**src/tlul_shim_pkg.sv**
```systemverilog
package tlul_shim_pkg;

    // ------------------------------
    // Widths
    // ------------------------------
    parameter int AW      = 32;          // Address
    parameter int DW      = 32;          // Data
    parameter int BC      = DW / 8;      // Byte lanes
    parameter int IW      = 2;           // Source ID
    parameter int SZW     = 2;           // TL size field
    parameter int CMD_IW  = 7;           // Command integrity
    parameter int DATA_IW = 7;           // Data integrity
    parameter int FOLD_W  = 64;          // Fold input, wide enough for addr+opcode+mask

    typedef logic [AW-1:0]      addr_t;
    typedef logic [DW-1:0]      data_t;
    typedef logic [BC-1:0]      strb_t;
    typedef logic [IW-1:0]      id_t;
    typedef logic [SZW-1:0]     size_t;
    typedef logic [CMD_IW-1:0]  cmd_intg_t;
    typedef logic [DATA_IW-1:0] data_intg_t;
    typedef logic [FOLD_W-1:0]  fold_t;

    // TL-UL opcodes, standard encodings
    typedef enum logic [2:0] {
        PutFullData    = 3'h0,
        PutPartialData = 3'h1,
        Get            = 3'h4
    } tl_a_op_e;

    typedef enum logic [2:0] {
        AccessAck     = 3'h0,
        AccessAckData = 3'h1
    } tl_d_op_e;

    // Every access is a data access, never an instruction fetch
    localparam logic [3:0] INSTR_DATA = 4'h9;

    // ------------------------------
    // Channel and stage structs
    // ------------------------------
    typedef struct packed {
        logic [4:0] rsvd;                // Spare, tied low
        logic [3:0] instr_type;
        cmd_intg_t  cmd_intg;
        data_intg_t data_intg;
    } tl_a_user_t;

    typedef struct packed {
        logic       a_valid;
        tl_a_op_e   a_opcode;
        logic [2:0] a_param;
        size_t      a_size;
        id_t        a_source;
        addr_t      a_address;
        strb_t      a_mask;
        data_t      a_data;
        tl_a_user_t a_user;
        logic       d_ready;
    } tl_h2d_t;

    typedef struct packed {
        logic     d_valid;
        tl_d_op_e d_opcode;
        id_t      d_source;
        data_t    d_data;
        logic     d_error;
        logic     a_ready;
    } tl_d2h_t;

    typedef struct packed {
        addr_t addr;
        logic  write;
        id_t   id;
        data_t wdata;
        strb_t wstrb;
        size_t size;
    } req_t;

    typedef struct packed {
        req_t     req;
        tl_a_op_e opcode;
        strb_t    mask;
    } req_op_t;

    // XOR fold into 7 bits; shared by generator and checker
    function automatic logic [CMD_IW-1:0] intg_fold(input fold_t vec);
        logic [CMD_IW-1:0] acc;
        acc = 7'h55;                      // Nonzero seed, all-zero input gives nonzero code
        for (int i = 0; i < FOLD_W; i++) begin
            acc[i % CMD_IW] = acc[i % CMD_IW] ^ vec[i];
        end
        return acc;
    endfunction

endpackage
```
**src/tlul_shim_top.sv**
```systemverilog
module tlul_shim_top #(
    parameter int C_LAT     = 2,
    parameter int MEM_WORDS = 64
) (
    input  logic                 clk,
    input  logic                 rst_n,
    // Component side
    input  logic                 dv_i,
    input  tlul_shim_pkg::addr_t addr_i,
    input  logic                 write_i,
    input  tlul_shim_pkg::id_t   id_i,
    input  tlul_shim_pkg::data_t wdata_i,
    input  tlul_shim_pkg::strb_t wstrb_i,
    input  tlul_shim_pkg::size_t size_i,
    output tlul_shim_pkg::data_t rdata_o,
    output logic                 hld_o,
    output logic                 rd_err_o,
    output logic                 wr_err_o
);

    tlul_shim_pkg::req_t    req;
    tlul_shim_pkg::req_op_t req_op;
    logic                   req_vld;
    tlul_shim_pkg::tl_h2d_t pay;
    logic                   pay_vld;
    tlul_shim_pkg::tl_h2d_t tl_h2d;
    tlul_shim_pkg::tl_d2h_t tl_d2h;
    logic                   done;

    assign req = '{addr: addr_i, write: write_i, id: id_i,
                   wdata: wdata_i, wstrb: wstrb_i, size: size_i};

    // ------------------------------
    // Request -> integrity -> bridge
    // ------------------------------
    tlul_req_build u_tlul_req_build (
        .clk       (clk),
        .rst_n     (rst_n),
        .dv_i      (dv_i),
        .req_i     (req),
        .done_i    (done),
        .req_o     (req_op),
        .req_vld_o (req_vld)
    );

    tlul_intg_gen u_tlul_intg_gen (
        .clk       (clk),
        .rst_n     (rst_n),
        .req_i     (req_op),
        .req_vld_i (req_vld),
        .pay_o     (pay),
        .pay_vld_o (pay_vld)
    );

    sub2tlul u_sub2tlul (
        .clk       (clk),
        .rst_n     (rst_n),
        .pay_i     (pay),
        .pay_vld_i (pay_vld),
        .dv_i      (dv_i),
        .tl_o      (tl_h2d),
        .tl_i      (tl_d2h),
        .rdata_o   (rdata_o),
        .hld_o     (hld_o),
        .rd_err_o  (rd_err_o),
        .wr_err_o  (wr_err_o),
        .done_o    (done)
    );

    // TL-UL target
    tlul_sram #(
        .C_LAT     (C_LAT),
        .MEM_WORDS (MEM_WORDS)
    ) u_tlul_sram (
        .clk       (clk),
        .rst_n     (rst_n),
        .tl_i      (tl_h2d),
        .tl_o      (tl_d2h)
    );

endmodule

```
**src/tlul_sram.sv**
```systemverilog
module tlul_sram #(
    parameter int C_LAT     = 2,               // A accept to D valid, at least 1
    parameter int MEM_WORDS = 64
) (
    input  logic                   clk,
    input  logic                   rst_n,
    input  tlul_shim_pkg::tl_h2d_t tl_i,
    output tlul_shim_pkg::tl_d2h_t tl_o
);

    localparam int IDXW = (MEM_WORDS > 1) ? $clog2(MEM_WORDS) : 1;
    localparam int CW   = (C_LAT > 1) ? $clog2(C_LAT) : 1;

    tlul_shim_pkg::data_t      mem [MEM_WORDS];
    logic                      busy;           // Transaction outstanding
    logic [CW-1:0]             cnt;            // Cycles left to response
    logic                      a_acc;
    logic                      d_beat;
    logic                      is_put;
    logic                      in_range;
    logic                      aligned;
    logic                      intg_ok;
    logic                      legal;
    logic [IDXW-1:0]           idx;
    tlul_shim_pkg::cmd_intg_t  cmd_chk;
    tlul_shim_pkg::data_intg_t data_chk;
    tlul_shim_pkg::tl_d_op_e   rsp_op;
    tlul_shim_pkg::id_t        rsp_src;
    tlul_shim_pkg::data_t      rsp_data;
    logic                      rsp_err;

    // ------------------------------
    // Request checks
    // ------------------------------
    assign a_acc    = tl_i.a_valid && !busy;
    assign is_put   = tl_i.a_opcode != tlul_shim_pkg::Get;
    assign idx      = tl_i.a_address[IDXW+1:2];
    assign aligned  = tl_i.a_address[1:0] == 2'b00;
    assign in_range = tl_i.a_address[tlul_shim_pkg::AW-1:2] <
                      (tlul_shim_pkg::AW - 2)'(MEM_WORDS);

    // Same fold as the generator side
    assign cmd_chk  = tlul_shim_pkg::intg_fold(
                          tlul_shim_pkg::fold_t'({tl_i.a_address, tl_i.a_opcode, tl_i.a_mask}));
    assign data_chk = tlul_shim_pkg::intg_fold(tlul_shim_pkg::fold_t'(tl_i.a_data));
    assign intg_ok  = (cmd_chk == tl_i.a_user.cmd_intg) &&
                      (data_chk == tl_i.a_user.data_intg) &&
                      (tl_i.a_user.instr_type == tlul_shim_pkg::INSTR_DATA);
    assign legal    = aligned && in_range && intg_ok;

    // ------------------------------
    // Latency counter
    // ------------------------------
    assign d_beat = tl_o.d_valid && tl_i.d_ready;

    always_ff @(posedge clk or negedge rst_n) begin
        if (!rst_n) begin
            busy <= 1'b0;
            cnt  <= '0;
        end else if (a_acc) begin
            busy <= 1'b1;
            cnt  <= CW'(C_LAT - 1);
        end else if (busy && cnt != '0) begin
            cnt  <= cnt - 1'b1;
        end else if (d_beat) begin
            busy <= 1'b0;                      // Ready for next A beat
        end
    end

    // Byte-masked write, only for legal puts
    always_ff @(posedge clk) begin
        if (a_acc && legal && is_put) begin
            for (int b = 0; b < tlul_shim_pkg::BC; b++) begin
                if (tl_i.a_mask[b]) mem[idx][b*8 +: 8] <= tl_i.a_data[b*8 +: 8];
            end
        end
    end

    // Response captured at accept, read before write
    always_ff @(posedge clk) begin
        if (a_acc) begin
            rsp_op   <= is_put ? tlul_shim_pkg::AccessAck : tlul_shim_pkg::AccessAckData;
            rsp_src  <= tl_i.a_source;
            rsp_data <= (legal && !is_put) ? mem[idx] : '0;
            rsp_err  <= !legal;
        end
    end

    assign tl_o.d_valid  = busy && cnt == '0;
    assign tl_o.d_opcode = rsp_op;
    assign tl_o.d_source = rsp_src;
    assign tl_o.d_data   = rsp_data;
    assign tl_o.d_error  = rsp_err;
    assign tl_o.a_ready  = !busy;              // One outstanding transaction

endmodule

```
**src/sub2tlul.sv**
```systemverilog
module sub2tlul (
    input  logic                   clk,
    input  logic                   rst_n,
    input  tlul_shim_pkg::tl_h2d_t pay_i,
    input  logic                   pay_vld_i,
    input  logic                   dv_i,
    output tlul_shim_pkg::tl_h2d_t tl_o,
    input  tlul_shim_pkg::tl_d2h_t tl_i,
    output tlul_shim_pkg::data_t   rdata_o,
    output logic                   hld_o,
    output logic                   rd_err_o,
    output logic                   wr_err_o,
    output logic                   done_o      // Pulse on matching D beat
);

    typedef enum logic [1:0] {
        txn_idle     = 2'b00,
        txn_a_pend   = 2'b01,                  // A valid, not yet accepted
        txn_wait_get = 2'b10,
        txn_wait_put = 2'b11
    } txn_state_e;

    txn_state_e state;
    txn_state_e state_nxt;
    logic       a_valid;
    logic       a_acc;
    logic       is_get;
    logic       d_match;
    logic       d_beat;

    // ------------------------------
    // A channel
    // ------------------------------
    assign a_valid = (state == txn_idle && pay_vld_i) || state == txn_a_pend;
    assign a_acc   = a_valid && tl_i.a_ready;
    assign is_get  = pay_i.a_opcode == tlul_shim_pkg::Get;

    always_comb begin
        tl_o         = pay_i;
        tl_o.a_valid = a_valid;
        tl_o.d_ready = 1'b1;                   // Response always taken
    end

    always_comb begin
        state_nxt = state;
        case (state)
            txn_idle, txn_a_pend: begin
                if (a_acc) begin
                    state_nxt = is_get ? txn_wait_get : txn_wait_put;
                end else if (a_valid) begin
                    state_nxt = txn_a_pend;    // Target back-pressure
                end
            end
            txn_wait_get, txn_wait_put: begin
                if (d_beat) state_nxt = txn_idle;
            end
            default: state_nxt = txn_idle;
        endcase
    end

    always_ff @(posedge clk or negedge rst_n) begin
        if (!rst_n) state <= txn_idle;
        else        state <= state_nxt;
    end

    // ------------------------------
    // D channel to component
    // ------------------------------
    assign d_match = tl_i.d_valid && tl_o.d_ready && (tl_i.d_source == pay_i.a_source);
    assign d_beat  = d_match &&
                     ((state == txn_wait_get && tl_i.d_opcode == tlul_shim_pkg::AccessAckData) ||
                      (state == txn_wait_put && tl_i.d_opcode == tlul_shim_pkg::AccessAck));

    assign hld_o    = dv_i && !d_beat;         // Release only on own response
    assign done_o   = d_beat;
    assign rdata_o  = (d_beat && state == txn_wait_get) ? tl_i.d_data : '0;
    assign rd_err_o = d_beat && state == txn_wait_get && tl_i.d_error;
    assign wr_err_o = d_beat && state == txn_wait_put && tl_i.d_error;

endmodule

```
**src/tlul_intg_gen.sv**
```systemverilog
module tlul_intg_gen (
    input  logic                   clk,
    input  logic                   rst_n,
    input  tlul_shim_pkg::req_op_t req_i,
    input  logic                   req_vld_i,
    output tlul_shim_pkg::tl_h2d_t pay_o,      // A payload, valid/ready left low
    output logic                   pay_vld_o   // One cycle per new request
);

    logic                      req_vld_q;
    logic                      new_req;
    tlul_shim_pkg::cmd_intg_t  cmd_intg;
    tlul_shim_pkg::data_intg_t data_intg;
    tlul_shim_pkg::tl_a_user_t a_user;

    assign new_req = req_vld_i && !req_vld_q;  // Rising edge of request valid

    // Command code covers address, opcode and mask
    assign cmd_intg  = tlul_shim_pkg::intg_fold(
                           tlul_shim_pkg::fold_t'({req_i.req.addr, req_i.opcode, req_i.mask}));
    assign data_intg = tlul_shim_pkg::intg_fold(tlul_shim_pkg::fold_t'(req_i.req.wdata));

    assign a_user = '{rsvd:       '0,
                      instr_type: tlul_shim_pkg::INSTR_DATA,
                      cmd_intg:   cmd_intg,
                      data_intg:  data_intg};

    always_ff @(posedge clk or negedge rst_n) begin
        if (!rst_n) begin
            req_vld_q <= 1'b0;
            pay_vld_o <= 1'b0;
        end else begin
            req_vld_q <= req_vld_i;
            pay_vld_o <= new_req;
        end
    end

    // Payload register; stays put until the next request
    always_ff @(posedge clk) begin
        if (new_req) begin
            pay_o <= '{a_valid:   1'b0,
                       a_opcode:  req_i.opcode,
                       a_param:   3'h0,           // Unused in TL-UL
                       a_size:    req_i.req.size,
                       a_source:  req_i.req.id,
                       a_address: req_i.req.addr,
                       a_mask:    req_i.mask,
                       a_data:    req_i.req.wdata,
                       a_user:    a_user,
                       d_ready:   1'b0};
        end
    end

endmodule

```
**src/tlul_req_build.sv**
```systemverilog
module tlul_req_build (
    input  logic                   clk,
    input  logic                   rst_n,
    input  logic                   dv_i,       // Component request level
    input  tlul_shim_pkg::req_t    req_i,
    input  logic                   done_i,     // Pulse from bridge on D beat
    output tlul_shim_pkg::req_op_t req_o,
    output logic                   req_vld_o
);

    logic                    busy;             // Request captured, not yet answered
    logic                    load;
    tlul_shim_pkg::tl_a_op_e opcode;
    tlul_shim_pkg::strb_t    rd_mask;
    tlul_shim_pkg::strb_t    mask;

    assign load = dv_i && !busy;

    // Read mask from size and low address bits
    always_comb begin
        case (req_i.size)
            2'd0:    rd_mask = 4'b0001 << req_i.addr[1:0];          // Byte
            2'd1:    rd_mask = 4'b0011 << {req_i.addr[1], 1'b0};    // Half word
            default: rd_mask = '1;                                  // Full word
        endcase
    end

    // Full strobes map to PutFullData
    assign opcode = !req_i.write ? tlul_shim_pkg::Get :
                    (req_i.wstrb == '1) ? tlul_shim_pkg::PutFullData :
                                          tlul_shim_pkg::PutPartialData;
    assign mask   = req_i.write ? req_i.wstrb : rd_mask;

    always_ff @(posedge clk or negedge rst_n) begin
        if (!rst_n) begin
            busy <= 1'b0;
        end else if (load) begin
            busy <= 1'b1;
        end else if (done_i) begin
            busy <= 1'b0;                      // Free for the next request
        end
    end

    // Request snapshot, held for the whole transaction
    always_ff @(posedge clk) begin
        if (load) begin
            req_o <= '{req: req_i, opcode: opcode, mask: mask};
        end
    end

    assign req_vld_o = busy;

endmodule

```
**config.mk**
```make
export PLATFORM = sky130hd
export DESIGN_NAME = tlul_shim_top
export DESIGN_NICKNAME = d
export VERILOG_FILES = /design/src/tlul_shim_pkg.sv /design/src/tlul_shim_top.sv /design/src/tlul_sram.sv /design/src/sub2tlul.sv /design/src/tlul_intg_gen.sv /design/src/tlul_req_build.sv
export SDC_FILE = /design/constraint.sdc
export NUM_CORES = 2
export LEC_CHECK = 0
export BUFFER_PORTS_ARGS = -buffer_cell sky130_fd_sc_hd__buf_2
export CAP_MARGIN = 10
export CELL_PAD_IN_SITES_DETAIL_PLACEMENT = 1
export CELL_PAD_IN_SITES_GLOBAL_PLACEMENT = 1
export CORE_AREA = 2 2 488 490
export DETAILED_ROUTE_END_ITERATION = 10
export DIE_AREA = 0 0 490 492
export GPL_ROUTABILITY_DRIVEN = 1
export PLACE_DENSITY = 0.7
export SETUP_SLACK_MARGIN = 0.5
export SYNTH_ARGS = -nofsm -noshare
export SYNTH_HDL_FRONTEND = slang
export SYNTH_HIERARCHICAL = 1
export SYNTH_SLANG_ARGS = --single-unit
```
**constraint.sdc**
```tcl
create_clock -name clk -period 13.55 [get_ports clk]
set_input_delay 0.6775 -clock clk [delete_from_list [all_inputs] [get_ports clk]]
set_output_delay 0.6775 -clock clk [all_outputs]
set_load 0.05 [all_outputs]
```
==> impl_metrics.prom <==
# TYPE chip_impl_metric gauge
chip_impl_info{name="critPathLaunch",value="u_tlul_intg_gen/pay_o[30]"} 1
chip_impl_metric{name="worst_ir_drop_vdd",unit="V"} 0.0001484
chip_impl_info{name="critical_path.slowest_cell",value="nor2_1"} 1
chip_impl_metric{name="worst_slew_margin_rel",unit="%"} 17.09
chip_impl_metric{name="post_dp_cell_area",unit="µm²"} 92250
chip_impl_metric{name="finalWorstPathRequiredPeriod",unit="ns"} 5.149
chip_impl_metric{name="power.density_cell_area",unit="nW/µm²"} 138.7
chip_impl_metric{name="cts_num_sinks",unit=""} 2250
chip_impl_metric{name="boundaryPins",unit=""} 111
chip_impl_metric{name="finalWirelength",unit="mm"} 286.9
chip_impl_metric{name="worst_ep_arrival_time",unit="ns"} 5.63
chip_impl_metric{name="final_nets",unit=""} 5169
chip_impl_metric{name="grt_pass1_wl",unit="mm"} 405.4
chip_impl_metric{name="cts_htree_levels",unit=""} 4
chip_impl_metric{name="placement.io_buffers",unit=""} 110
chip_impl_metric{name="grt_start_max_net_pins",unit=""} 104
chip_impl_metric{name="syn-instance-count",unit=""} 4985
chip_impl_metric{name="dp_hpwl",unit="mm"} 168.0
chip_impl_metric{name="overflow",unit=""} 0
chip_impl_metric{name="max_clock_freq",unit="GHz"} 0.1942
chip_impl_metric{name="area.growth.synth_to_final",unit="%"} 12.36
chip_impl_info{name="clock_tree.root_cell",value="clkbuf_16"} 1
chip_impl_metric{name="largest_buffer_count_on_any_clock_path",unit=""} 3
chip_impl_metric{name="critPathRequiredTime",unit="ns"} 14.03
chip_impl_metric{name="grt_pass1_vias",unit=""} 52350
chip_impl_info{name="min-delay-path-class",value="in2reg"} 1
chip_impl_metric{name="post_synth.cell_area_avg",unit="µm²"} 17.82
chip_impl_metric{name="rows",unit=""} 179
chip_impl_info{name="worst_path_dominant_cell_family",value="simple AND/OR/NAND/NOR gates"} 1
chip_impl_metric{name="cts.reportedPaths.clkPinSlew",unit="ns"} 0.06
chip_impl_metric{name="core_region_area",unit="µm²"} 236300
chip_impl_metric{name="report.final.slew_viol_count",unit=""} 0
chip_impl_metric{name="rr_worst_depth",unit=""} 8
chip_impl_metric{name="reg2reg_setup_slack",unit="ns"} 8.40
chip_impl_metric{name="globalplace.congestion",unit=""} 0.8644
chip_impl_metric{name="leak_pwr",unit="µW"} 0.03137
chip_impl_metric{name="drcViolationCount",unit=""} 0
chip_impl_info{name="critical_path_class",value="reg2reg"} 1
chip_impl_info{name="crit_path_end_kind",value="register"} 1
chip_impl_metric{name="finalInstanceArea",unit="µm²"} 99810
chip_impl_metric{name="floorplan.initialDensity",unit="%"} 37.60
chip_impl_metric{name="crit_buf_inv",unit=""} 2
chip_impl_info{name="start_kind",value="register"} 1
chip_impl_metric{name="fp.dieH",unit="µm"} 492
chip_impl_metric{name="final_antenna_net_count",unit=""} 0
chip_impl_info{name="rr_endpoint",value="u_tlul_sram/mem[41][7]"} 1
chip_impl_metric{name="final_worst_path_cycle_share",unit="%"} 38.00
chip_impl_metric{name="postLayoutCoreUtil",unit="%"} 42.24
chip_impl_info{name="layout_commonest_cell",value="edfxtp_1"} 1
chip_impl_metric{name="die_area",unit="µm²"} 241100
chip_impl_info{name="tritoncts",value="built"} 1
chip_impl_metric{name="drt_pass1_iterations",unit=""} 9
chip_impl_metric{name="syn_area",unit="µm²"} 88830
chip_impl_metric{name="timing.critical_path.depth",unit=""} 8
chip_impl_metric{name="clkLatencyLatePin",unit="ns"} 0.87
chip_impl_metric{name="hold_violations",unit=""} 0
chip_impl_metric{name="worst_slew_pin_slew",unit="ns"} 1.242
chip_impl_metric{name="die-width",unit="µm"} 490
chip_impl_info{name="rsz0062_at_grt",value="false"} 1
chip_impl_info{name="run_status",value="finished clean"} 1
chip_impl_metric{name="number_of_buffers_created_by_cts",unit=""} 216
chip_impl_metric{name="post_route_cells_drive_above_1_share",unit="%"} 16.84
chip_impl_info{name="layout.cells.most_common_list",value="2243 x edfxtp_1, 342 x nor2_1, 326 x mux2i_1"} 1
chip_impl_metric{name="grt_antenna_before_repair",unit=""} 14
chip_impl_metric{name="worst-path-max-fanout",unit=""} 65
chip_impl_info{name="path_common_cell",value="buf_4"} 1
chip_impl_metric{name="max_cap_violations",unit=""} 0
chip_impl_metric{name="post_cts_resized",unit=""} 0
chip_impl_info{name="end_point_of_the_critical_path",value="u_tlul_sram/mem[41][7]"} 1
chip_impl_metric{name="synth.yosys.warnings",unit=""} 6
chip_impl_info{name="crit_chain",value="buf_4 > xnor3_1 > xnor2_1 > nand4_1 > nor4_4 > buf_4 > nand3_2 > nor2_1"} 1
chip_impl_metric{name="detail_route.vias_per_cell",unit=""} 6.077
chip_impl_metric{name="groute.usage.overall",unit="%"} 23.35
chip_impl_metric{name="finalSetupTns",unit="ns"} 0
chip_impl_metric{name="critical-path-max-stage-delay",unit="ns"} 1.17
chip_impl_metric{name="routed_wire_length_per_instance",unit="µm"} 33.98
chip_impl_info{name="crit-reg2reg-launch",value="u_tlul_intg_gen/pay_o[30]"} 1
chip_impl_metric{name="worst_hold_slack",unit="ns"} 0.1197
chip_impl_metric{name="first_iter_violations",unit=""} 7437
chip_impl_metric{name="clock_skew",unit="ns"} 0.04091
chip_impl_metric{name="vias",unit=""} 51310
chip_impl_metric{name="setup_violations",unit=""} 0
[cell type report]
| cell class | count | area (µm²) |
|---|---|---|
| antenna | 3 | 7.507 |
| clock buffer | 256 | 5577 |
| clock inverter | 142 | 1305 |
| fill | 22690 | 136500 |
| inverter | 40 | 160.2 |
| multi-input combinational | 2276 | 19010 |
| sequential | 2250 | 67530 |
| tap | 3167 | 3963 |
| timing repair buffer | 309 | 2260 |
[worst register-to-register path, cell delays in order, from the launching register on]
cell and delay [ns]:
edfxtp_1 0.32, buf_4 0.61, xnor3_1 0.56, xnor2_1 0.20, nand4_1 0.22, nor4_4 0.30, buf_4 0.34, nand3_2 1.01
nor2_1 1.20
[flip-flops by register name, indices dropped and copies added, names as in the netlist, 2 cells and up]
signal                  flops
u_tlul_sram/rsp_data       32
u_tlul_sram/mem          2048
u_sub2tlul/state            2
u_tlul_req_build/req_o     72
u_tlul_intg_gen/pay_o      87
u_tlul_sram/rsp_src         2
[power breakdown]
group	total (µW)	leakage, µW	switching, µW	internal, µW
Sequential	7590	0.0203	10.2	7580
Combinational	292	0.00774	200	91.7
Clock	5960	0.00334	2630	3330
[routing by layer]
metal | track usage, % | vias up | wire length [µm]
met5 | 0.2183 | - | 165
met4 | 10.10 | 10 | 13200
met3 | 4.819 | 677 | 31490
met2 | 36.40 | 3449 | 131900
met1 | 31.71 | 26960 | 110200
li1 | - | 20220 | -
[stage by stage]
step,total power [µW],setup WS (ns),cells
after CTS,13900,8.465,8439
after global placement,8003,8.608,7974
after floorplan,7893,8.744,4988
after global routing,14150,8.303,8440
final,13850,8.401,8443
after detailed placement,8013,8.493,7974
[what timing repair did]
item	in CTS	in global routing
hold endpoints to repair	73	0
buffers inserted	0	0
hold buffers	67	0
[worst min path at each step]
stage	start	end	slack [ns]	cells past startpoint
final	dv_i	u_tlul_req_build/req_vld_o	0.12	3
after global placement	u_tlul_req_build/req_o[45]	u_tlul_intg_gen/pay_o[92]	0.44	0
after detailed placement	u_tlul_req_build/req_o[45]	u_tlul_intg_gen/pay_o[92]	0.43	0
after global routing	dv_i	u_tlul_req_build/req_vld_o	0.11	3
after CTS	dv_i	u_tlul_req_build/req_vld_o	0.05	3
after floorplan	rst_n	u_sub2tlul/state[0]	0.38	0
No activity file was read; power rests on OpenSTA's default activity.
